`src/hw/spiPkg.sv`:
```
// SPI master shared definitions
// Clock ratios for the serial clock, the transfer width codes, the APB
// register map and the common word types used by the register block and
// the shift engine
package spiPkg;

  //////////////////////////////////////////////////
  // Clocking
  //////////////////////////////////////////////////

  // System clock and the two serial clock rates
  localparam int unsigned clkFreqHz  = 10_000_000;
  localparam int unsigned fastSclkHz = 1_000_000;
  localparam int unsigned slowSclkHz = 250_000;

  // The tick counter must hold the slow ratio
  localparam int unsigned tickW = 7;
  typedef logic [tickW-1:0] tickT;

  // Clock divisions per serial bit, the counter wraps at this value
  localparam tickT tickFast = tickT'(clkFreqHz / fastSclkHz);
  localparam tickT tickSlow = tickT'(clkFreqHz / slowSclkHz);

  // Serial clock goes high at the midpoint of a bit
  localparam tickT tickHalfFast = tickT'(tickFast / 2);
  localparam tickT tickHalfSlow = tickT'(tickSlow / 2);

  //////////////////////////////////////////////////
  // Data types and width codes
  //////////////////////////////////////////////////

  typedef logic [1:0]  widthT;
  typedef logic [31:0] dataT;
  typedef logic [7:0]  addrT;

  // Code 2'b11 is reserved and decodes as 8 bits
  localparam widthT width8  = 2'b00;
  localparam widthT width32 = 2'b01;
  localparam widthT width16 = 2'b10;

  //////////////////////////////////////////////////
  // Register offsets
  //////////////////////////////////////////////////

  localparam addrT regCtrl = 8'h00;
  localparam addrT regTx   = 8'h04;
  localparam addrT regRx   = 8'h08;
  localparam addrT regStat = 8'h0C;

endpackage

```
`src/hw/spiXferIf.sv`:
```
// Transfer bundle between the APB register block and the shift engine
// The register block issues a start pulse with the transfer settings,
// the engine answers with the received word and its ready flag
`timescale 1ns/1ps

interface spiXferIf;

  // Command side, stable while rdy is low
  logic              start;
  logic              fast;
  logic              msByteFirst;
  spiPkg::widthT     width;
  spiPkg::dataT      txData;

  // Result side
  spiPkg::dataT      rxData;
  logic              rdy;

  // Register block view
  modport ctrl (
    output start, fast, msByteFirst, width, txData,
    input  rxData, rdy
  );

  // Shift engine view
  modport engine (
    input  start, fast, msByteFirst, width, txData,
    output rxData, rdy
  );

endinterface

```
`src/hw/spiShifter.sv`:
```
// SPI mode 3 shift engine
// Divides the system clock into serial bit periods, counts bits up to
// the selected width and shifts one 32-bit register that both sends on
// mosi and collects miso. Bytes go out MS-byte or LS-byte first, bits
// within a byte always MSB first
`timescale 1ns/1ps

module spiShifter (
  input  logic     clk,
  input  logic     rstN,
  spiXferIf.engine xfer,
  input  logic     miso,
  output logic     mosi,
  output logic     sclk
);

  logic         is8;
  logic         is16;
  logic         is32;
  spiPkg::tickT tick;
  spiPkg::tickT tickMax;
  spiPkg::tickT tickHalf;
  logic         endTick;
  logic         lastBit;
  logic [4:0]   bitCnt;
  logic         rdyQ;
  spiPkg::dataT shReg;
  spiPkg::dataT lsNext;
  logic [3:0]   byteIn;

  //////////////////////////////////////////////////
  // Width and rate decode
  //////////////////////////////////////////////////

  assign is32 = (xfer.width == spiPkg::width32);
  assign is16 = (xfer.width == spiPkg::width16);
  // The reserved code falls through to 8 bits
  assign is8  = (xfer.width == spiPkg::width8) || !(is16 || is32);

  assign tickMax  = xfer.fast ? spiPkg::tickFast : spiPkg::tickSlow;
  assign tickHalf = xfer.fast ? spiPkg::tickHalfFast : spiPkg::tickHalfSlow;

  // A bit period ends when the tick counter wraps, which is the falling edge
  assign endTick = !rdyQ && (tick == tickMax);
  assign lastBit = is32 ? (bitCnt == 5'd31) : is16 ? (bitCnt == 5'd15) : (bitCnt == 5'd7);

  //////////////////////////////////////////////////
  // LS-byte-first reordering
  //////////////////////////////////////////////////

  // Each byte shifts left on its own, and its new LSB comes from the MSB
  // of the byte above, so byte 0 drains first while byte 1 moves down
  // behind it. miso enters at the top byte of the active width
  always_comb begin
    byteIn[0] = shReg[15];
    byteIn[1] = shReg[23];
    byteIn[2] = shReg[31];
    byteIn[3] = miso;
    if (is8) begin
      byteIn[0] = miso;
    end
    if (is16) begin
      byteIn[1] = miso;
    end
    for (int b = 0; b < 4; b++) begin
      lsNext[b*8 +: 8] = {shReg[b*8 +: 7], byteIn[b]};
    end
  end

  //////////////////////////////////////////////////
  // Counters and shift register
  //////////////////////////////////////////////////

  always_ff @(posedge clk or negedge rstN) begin
    if (!rstN) begin
      tick   <= '0;
      bitCnt <= '0;
      rdyQ   <= 1'b1;
      shReg  <= '1;
    end else begin
      // Tick counter only runs during a transfer
      if (rdyQ || endTick) begin
        tick <= '0;
      end else begin
        tick <= tick + 1'b1;
      end

      if (xfer.start) begin
        rdyQ   <= 1'b0;
        bitCnt <= '0;
        shReg  <= xfer.txData;
      end else if (endTick) begin
        if (lastBit) begin
          rdyQ <= 1'b1;
        end else begin
          bitCnt <= bitCnt + 1'b1;
        end
        // Plain left shift in MS-byte order, miso lands in bit 0
        shReg <= xfer.msByteFirst ? {shReg[30:0], miso} : lsNext;
      end
    end
  end

  //////////////////////////////////////////////////
  // Outputs
  //////////////////////////////////////////////////

  // In LS-byte order the leading bit always sits at the top of byte 0
  always_comb begin
    if (rdyQ) begin
      mosi = 1'b1;
    end else if (!xfer.msByteFirst) begin
      mosi = shReg[7];
    end else begin
      mosi = is32 ? shReg[31] : is16 ? shReg[15] : shReg[7];
    end
  end

  // Low for the first half of a bit, high for the second, idle high
  assign sclk = rdyQ || (tick >= tickHalf);

  // Received word is zero-extended to the bus width
  assign xfer.rxData = is32 ? shReg : is16 ? {16'b0, shReg[15:0]} : {24'b0, shReg[7:0]};
  assign xfer.rdy    = rdyQ;

  // The register block must never start a second transfer mid-flight
  startWhileBusy: assert property (@(posedge clk) disable iff (!rstN)
    xfer.start |-> rdyQ);

  // Speed, byte order and width hold still for the whole transfer
  ctrlStable: assert property (@(posedge clk) disable iff (!rstN)
    !rdyQ |-> ($stable(xfer.fast) && $stable(xfer.msByteFirst) && $stable(xfer.width)));

endmodule

```
`src/hw/spiApbRegs.sv`:
```
// APB3 register block for the SPI master
// Decodes zero-wait-state accesses, holds the control word and the
// transmit word, and turns a regTx write into a one-cycle start pulse.
// A regTx write during a transfer is refused with pslverr
`timescale 1ns/1ps

module spiApbRegs (
  input  logic         clk,
  input  logic         rstN,
  input  logic         psel,
  input  logic         penable,
  input  logic         pwrite,
  input  spiPkg::addrT paddr,
  input  spiPkg::dataT pwdata,
  output spiPkg::dataT prdata,
  output logic         pready,
  output logic         pslverr,
  spiXferIf.ctrl       xfer
);

  logic          access;
  logic          busy;
  logic          wrCtrl;
  logic          wrTx;
  logic          startQ;
  logic          fastQ;
  logic          msByteFirstQ;
  spiPkg::widthT widthQ;
  spiPkg::dataT  txQ;

  //////////////////////////////////////////////////
  // Access decode
  //////////////////////////////////////////////////

  // Every access completes in its first access-phase cycle
  assign pready = 1'b1;
  assign access = psel && penable;

  // A pending start counts as busy, since rdy only drops a cycle later
  assign busy = !xfer.rdy || startQ;

  assign wrCtrl = access && pwrite && (paddr == spiPkg::regCtrl);
  assign wrTx   = access && pwrite && (paddr == spiPkg::regTx);

  // Refused transmit write, flagged for this access only
  assign pslverr = wrTx && busy;

  //////////////////////////////////////////////////
  // Control register and start pulse
  //////////////////////////////////////////////////

  always_ff @(posedge clk or negedge rstN) begin
    if (!rstN) begin
      fastQ        <= 1'b0;
      msByteFirstQ <= 1'b0;
      widthQ       <= spiPkg::width8;
      startQ       <= 1'b0;
    end else begin
      // Control writes are dropped mid-transfer so the engine sees stable settings
      if (wrCtrl && !busy) begin
        fastQ        <= pwdata[0];
        msByteFirstQ <= pwdata[1];
        widthQ       <= pwdata[3:2];
      end
      startQ <= wrTx && !busy;
    end
  end

  // Transmit word, loaded together with the start pulse
  always_ff @(posedge clk) begin
    if (wrTx && !busy) begin
      txQ <= pwdata;
    end
  end

  assign xfer.start       = startQ;
  assign xfer.fast        = fastQ;
  assign xfer.msByteFirst = msByteFirstQ;
  assign xfer.width       = widthQ;
  assign xfer.txData      = txQ;

  //////////////////////////////////////////////////
  // Read mux
  //////////////////////////////////////////////////

  // regTx is write-only and reads back as zero like any unmapped offset
  always_comb begin
    prdata = '0;
    case (paddr)
      spiPkg::regCtrl: prdata = {28'b0, widthQ, msByteFirstQ, fastQ};
      spiPkg::regRx:   prdata = xfer.rxData;
      spiPkg::regStat: prdata = {31'b0, xfer.rdy};
      default:         prdata = '0;
    endcase
  end

  // Every APB setup phase is followed by its access phase on the next cycle
  setupThenAccess: assert property (@(posedge clk) disable iff (!rstN)
    (psel && !penable) |=> (psel && penable));

  // The engine answers each start pulse by dropping rdy one cycle later
  rdyAfterStart: assert property (@(posedge clk) disable iff (!rstN)
    xfer.start |=> !xfer.rdy);

endmodule

```
`src/hw/spiMaster.sv`:
```
// SPI master peripheral top level
// APB3 slave port on one side, SPI mode 3 pins on the other. The
// register block and the shift engine talk over one transfer bundle
`timescale 1ns/1ps

module spiMaster (
  input  logic         clk,
  input  logic         rstN,
  // APB slave port
  input  logic         psel,
  input  logic         penable,
  input  logic         pwrite,
  input  spiPkg::addrT paddr,
  input  spiPkg::dataT pwdata,
  output spiPkg::dataT prdata,
  output logic         pready,
  output logic         pslverr,
  // SPI pins
  input  logic         miso,
  output logic         mosi,
  output logic         sclk
);

  //////////////////////////////////////////////////
  // Transfer bundle
  //////////////////////////////////////////////////

  spiXferIf xfer ();

  //////////////////////////////////////////////////
  // Register block
  //////////////////////////////////////////////////

  spiApbRegs spiApbRegs_i (
    .clk     (clk),
    .rstN    (rstN),
    .psel    (psel),
    .penable (penable),
    .pwrite  (pwrite),
    .paddr   (paddr),
    .pwdata  (pwdata),
    .prdata  (prdata),
    .pready  (pready),
    .pslverr (pslverr),
    .xfer    (xfer.ctrl)
  );

  //////////////////////////////////////////////////
  // Shift engine
  //////////////////////////////////////////////////

  spiShifter spiShifter_i (
    .clk  (clk),
    .rstN (rstN),
    .xfer (xfer.engine),
    .miso (miso),
    .mosi (mosi),
    .sclk (sclk)
  );

endmodule

```
`config.mk`:
```
export PLATFORM = sky130hd
export DESIGN_NAME = spiMaster
export DESIGN_NICKNAME = d
export VERILOG_FILES = /design/src/hw/spiPkg.sv /design/src/hw/spiXferIf.sv /design/src/hw/spiShifter.sv /design/src/hw/spiApbRegs.sv /design/src/hw/spiMaster.sv
export SDC_FILE = /design/constraint.sdc
export NUM_CORES = 1
export LEC_CHECK = 0
export CORE_ASPECT_RATIO = 0.7
export CORE_UTILIZATION = 35
export CTS_BUF_LIST = sky130_fd_sc_hd__clkbuf_4 sky130_fd_sc_hd__clkbuf_8
export CTS_CLUSTER_DIAMETER = 40
export DETAILED_ROUTE_END_ITERATION = 7
export DONT_BUFFER_PORTS = 1
export PLACE_DENSITY = 0.52
export SYNTH_ARGS = -nofsm -noshare
export SYNTH_HDL_FRONTEND = slang
export SYNTH_SLANG_ARGS = --single-unit
```
`constraint.sdc`:
```
create_clock -name clk -period 6.7 [get_ports clk]
set_input_delay 0.67 -clock clk [delete_from_list [all_inputs] [get_ports clk]]
set_output_delay 0.67 -clock clk [all_outputs]
set_load 0.005 [all_outputs]
```
* Word-level counts from Yosys, hierarchy flattened
Cells that the tools add are included.
** Word-level totals
- Register bits after elaboration :: 82
- Latch bits :: 0
- Memory bits (writable) :: 0
- Memory bits (read-only) :: 0
- Input bits :: 46
- Output and inout port bits :: 36
- Logic and storage cells :: 67
- Memories :: 0
** Cells by class
- Add/subtract/negate cells :: 2
- $mul :: 0
- Divide/modulo/power cells :: 0
- Order comparisons :: 1
- Equal/unequal tests :: 10
- Shift-type cells :: 0
- Multiplexer cells :: 23
- Bitwise gates (word level) :: 0
- Reductions and logical operators :: 22
** Operators by type and width (number)
- $mux 32 :: 3
- $pmux 32 s3 :: 1
- $mux 25 :: 1
- $mux 5 :: 4
- $eq 8x4->1 const B :: 2
- $mux 16 :: 1
- $mux 1 :: 11
- $eq 8x3->1 const B :: 1
- $logic_and 1x1->1 :: 8
- $logic_not 8->1 :: 1
- $add 7x1->7 const B :: 1
- $eq 7x7->1 :: 1
- $ge 7x7->1 :: 1
- $mux 7 :: 1
- $mux 6 :: 1
- $add 5x1->5 const B :: 1
- $eq 5x3->1 const B :: 1
- $eq 5x4->1 const B :: 1
- $eq 5x5->1 const B :: 1
- $logic_or 1x1->1 :: 5
- $reduce_and 2->1 :: 2
- $reduce_bool 2->1 :: 2
- $logic_not 1->1 :: 3
- $eq 2x1->1 const B :: 1
- 3 further kinds :: 3

* Logic depth before layout (Yosys ltp)
- Depth in word-level cells :: 8
- Mapped depth :: 6
- Mapped depth without buffers :: 6

* Hierarchy
From an unflattened synthesis, not the netlist that was laid out.
** Second synthesis, totals
- Cell total of the unflattened synthesis :: 361
- Area total of the unflattened synthesis :: 4105.2 sq um
** Modules (own cells, without submodules)
- spiShifter :: instances 1, cells an instance 265, area an instance 2558.7 sq um, sequential area each 1167.4 sq um
- spiApbRegs :: instances 1, cells an instance 96, area an instance 1546.5 sq um, sequential area each 1086.0 sq um

* Least setup slack after synthesis
No wires, ideal clock.
- Kind :: input to register
- Start :: input paddr[5]
- End :: register spiApbRegs_i.txQ[0] (netlist: spiApbRegs_i.xfer.txData[0]) (enable)
- Library setup time :: 0.463 ns
- Data arrival time :: 3.734 ns
- Required time :: 6.237 ns
- Setup slack :: 2.503 ns
- Cell stages on the path :: 4
- Path buffers :: 0
- Path through :: or4_4 -> nor3_1 -> nand3_1 -> nor3_1
** On the way
- Word-level cells in the longest chain between the ends :: 3
** RTL lines
- from (decl) :: line spiMaster.sv:13 : input spiPkg::addrT paddr,
- $eq 8x3->1 :: line spiApbRegs.sv:43 : assign wrTx = access && pwrite && (paddr == spiPkg::regTx);
- $logic_and 1x1->1 :: line spiApbRegs.sv:43
- $logic_and 1x1->1 :: line spiApbRegs.sv:71 : if (wrTx && !busy) begin
- to (signal assigned) :: line spiApbRegs.sv:72 : txQ <= pwdata;
- to (decl) :: line spiApbRegs.sv:29 : spiPkg::dataT txQ;
No other way between the ends.
A chain may end at the register's enable or synchronous reset.

* Final worst setup path
- Start :: input paddr[5]
- End :: output prdata[8]
** On the way
- Word-level cells in the longest chain between the ends :: 2
- Elaborated cells between the ends (all ways) :: 4
- Those cells by class :: 2 x eq/ne; 1 x mux; 1 x reduce/logical
** RTL lines
- $eq 8x4->1 or $logic_not 8->1 (tied branches) :: line spiApbRegs.sv:89 : case (paddr)
- $pmux 32 s3 (*) :: line spiApbRegs.sv:89
- to (decl) :: line spiMaster.sv:15 : output spiPkg::dataT prdata,
Mark *: on every way between the ends. The rest lies on a longest branch, timed or not.

==> out/summary.txt <==
Tot GR Track Use -> 15.79%
largest family of logic cells by synthesized area -> simple AND/OR/NAND/NOR gates
Worst Skew -> 0.006776 ns
Starting Density -> 36.65%
Critical Path End Type -> primary output
Placer Congestion -> 0.7460
CP Launch Type -> input port
initial antenna violation count -> 0
Max VDD drop -> 90.40 µV
worst-margin pin slew -> 1.117 ns
worst-path cell chain -> or4_4 > nor4_2 > buf_4 > o21a_1 > and2_1
multiplexer share of the synthesized area -> 12.56%
total CTS buffers -> 9
overall power -> 883.7 µW
average vias per placed instance -> 5.096
Hold Violations, Final -> 0
global route overflow -> 0
Cells after Synth -> 331
CTS tree -> built
syn avg cell area -> 11.68 µm²
number of post-CTS setup repair buffers -> 0
commonest cells after routing, fill and taps aside -> mux2i_1 (38), nand2_1 (38), o21ai_0 (37), dfstp_2 (33), edfxtp_1 (32)
delay-heaviest family, CP -> simple AND/OR/NAND/NOR gates
simple logic cell fraction of the synthesized area -> 15.02%
vias in the first global route -> 2484
Area Growth Syn to Fin -> 8.705%
drt total wl -> 8460 µm
Worst Path Max Fanout -> 21
cts repair resizes -> 0
length of the first detailed-routing pass in iterations -> 4
Post-synth ARST share -> 60.98%
Seq/Total Area, Yosys -> 58.28%
root buffer cell -> clkbuf_8
area post-placement -> 3999 µm²
Slew headroom -> 25.52%
met1 wire length -> 4225 µm
Lkg Pwr -> 0.001803 µW
largest net degree at the start of global routing -> 74
Nets -> 378
Die H -> 89.94 µm
Residual DRC -> 0
met3 WL -> 616 µm
Tmin final -> 2.875 ns
RSZ-0062 raised after global routing -> no
setup tns final -> 0 ns
Min Hold Slack -> 0.1550 ns
Yosys cell types -> 42
Vias -> 2441
Synth warnings -> 0
worst hold path class -> in -> async
CP required -> 6.03 ns
antenna diode count -> 0
first-pass GRT wire length -> 13730 µm
Post-synth top flop -> dfstp_2
setup violators final -> 0
CORE AREA -> 10550 µm²
Worst EP arrival -> 2.21 ns
uppermost routed layer -> met4
register bit count reported by yosys -> 82
Post-Synthesis Cell Area -> 3866 µm²
fmax -> 347.8 MHz
clock-pin slew on the worst setup and hold paths -> 0.08 ns
Buf/Inv on CP -> 1
status -> complete, no violations
met2 WL -> 3545 µm
HPWL after DPL -> 5458 µm
synthesized-area fraction occupied by adder cells -> 1.942%
die width -> 127.6 µm
finished layout cell area -> 4203 µm²
fraction of layout instances using a drive strength above 1 -> 20.54%
buffer depth of the longest clock path -> 2
Clock Latency Late Sink -> 0.35 ns
Synth Area in Compound Gates -> 7.767%
Clock Sinks -> 82
hold_buf cts -> 1
Worst path slowest cell -> or4_4
Max Slew Vio Count -> 0
number of flops mapped to enable cells by yosys -> 32
Final period util -> 42.91%
htree depth -> 3
Syn Nets -> 383
I/O pin cnt -> 82
Worst path max stage delay -> 0.54 ns
Max Cap Viol -> 0
Final ANT Viol Nets -> 0
drt wl/cell -> 17.66 µm
port buffer count -> 0
Row Count -> 31
Iter 0 DRT Violations -> 132
Synth Area in XOR/XNOR -> 1.359%
critical path type -> in -> out
full die area -> 11480 µm²
power per cell area -> 210.3 nW/µm²
## metrics by stage
step                      instances  util (%)  setup slack [ns]
final                           479     39.84             3.825
after global routing            479     39.84             3.662
after CTS                       479     39.84             3.781
after detailed placement        462     37.90             3.781
after global placement          462     37.90             3.835
after floorplan                 331         -             2.503
## kinds of logic after synthesis
kind of cell,count (synthesis)
AND/OR/NAND/NOR,111
adder cells (fa/ha/maj),6
other,1
XOR/XNOR,6
flip-flops,82
AO/OA/AOI/OAI,52
multiplexers,46
buffers and inverters,27
## power by group
part           switching (µW)  internal, µW
logic                    3.77          2.83
registers               0.758           524
clock network             182           171
total                     186           697
## worst reg2reg max path, cell delays in order, from the launching register on
cell	delay [ns]
dfrtp_1	0.45
or3b_1	0.42
a211o_2	0.77
or4_1	0.65
a21oi_1	0.15
## final timing paths
kind	from	endpoint	slack (ns)	depth (start not counted)
max	paddr[5]	prdata[8]	3.82	5
min	rstN	spiShifter_i.shReg[2]	0.16	0
max reg2reg	spiApbRegs_i.xfer.fast	spiShifter_i.bitCnt[4]	4.19	4
min reg2reg	spiApbRegs_i.xfer.txData[12]	spiShifter_i.shReg[12]	0.46	2
max in group asynchronous	rstN	spiApbRegs_i.xfer.start	5.26	1
min in group clk	pwdata[20]	spiApbRegs_i.xfer.txData[20]	0.40	0
## layout make-up
type	instances	area [µm²]
Multi-Input combinational cell	222	1510
Fill cell	1048	6347
Tap cell	148	185.2
Clock inverter	7	70.07
Timing Repair Buffer	4	32.53
Clock buffer	9	123.9
Sequential cell	82	2255
Inverter	7	26.28
## synthesized netlist by cell type (2+ instances only)
| master | number | area [µm²] |
|---|---|---|
| nand3_1 | 6 | 30.03 |
| mux2_4 | 4 | 60.06 |
| nor4_1 | 2 | 12.51 |
| or2_2 | 2 | 12.51 |
| a211oi_1 | 2 | 15.01 |
| buf_2 | 2 | 10.01 |
| ha_1 | 6 | 75.07 |
| clkbuf_1 | 15 | 56.30 |
| a21oi_1 | 2 | 10.01 |
| o21ai_0 | 37 | 185.2 |
| or3b_1 | 2 | 17.52 |
| buf_4 | 3 | 22.52 |
| or4_4 | 2 | 22.52 |
| and3_1 | 17 | 106.4 |
| nand2b_1 | 3 | 18.77 |
| mux2i_1 | 38 | 380.4 |
| o31ai_1 | 2 | 15.01 |
| nor2_1 | 17 | 63.81 |
| xor2_1 | 3 | 26.28 |
| edfxtp_1 | 32 | 960.9 |
| and2_1 | 13 | 81.33 |
| mux2_2 | 4 | 45.04 |
| xnor2_1 | 3 | 26.28 |
| a211o_1 | 3 | 26.28 |
| dfstp_2 | 33 | 867.1 |
| inv_1 | 7 | 26.28 |
| nand2_1 | 38 | 142.6 |
| nor3_1 | 3 | 15.01 |
| dfrtp_1 | 17 | 425.4 |
## per-layer routing
layer | GRT usage, % | up-vias
met5 | 0 | -
met4 | 3.824 | 0
met3 | 6.071 | 7
met2 | 22.86 | 69
met1 | 22.11 | 1205
li1 | - | 1160
## flip-flops by register name, indices dropped and copies added (netlist names)
name,flops
spiApbRegs_i.xfer.fast,1
spiApbRegs_i.xfer.msByteFirst,1
spiApbRegs_i.xfer.start,1
spiApbRegs_i.xfer.txData,32
spiApbRegs_i.xfer.width,2
spiShifter_i.bitCnt,5
spiShifter_i.shReg,32
spiShifter_i.tick,7
spiShifter_i.xfer.rdy,1
Note: power is estimated with default switching activity, not from simulation.
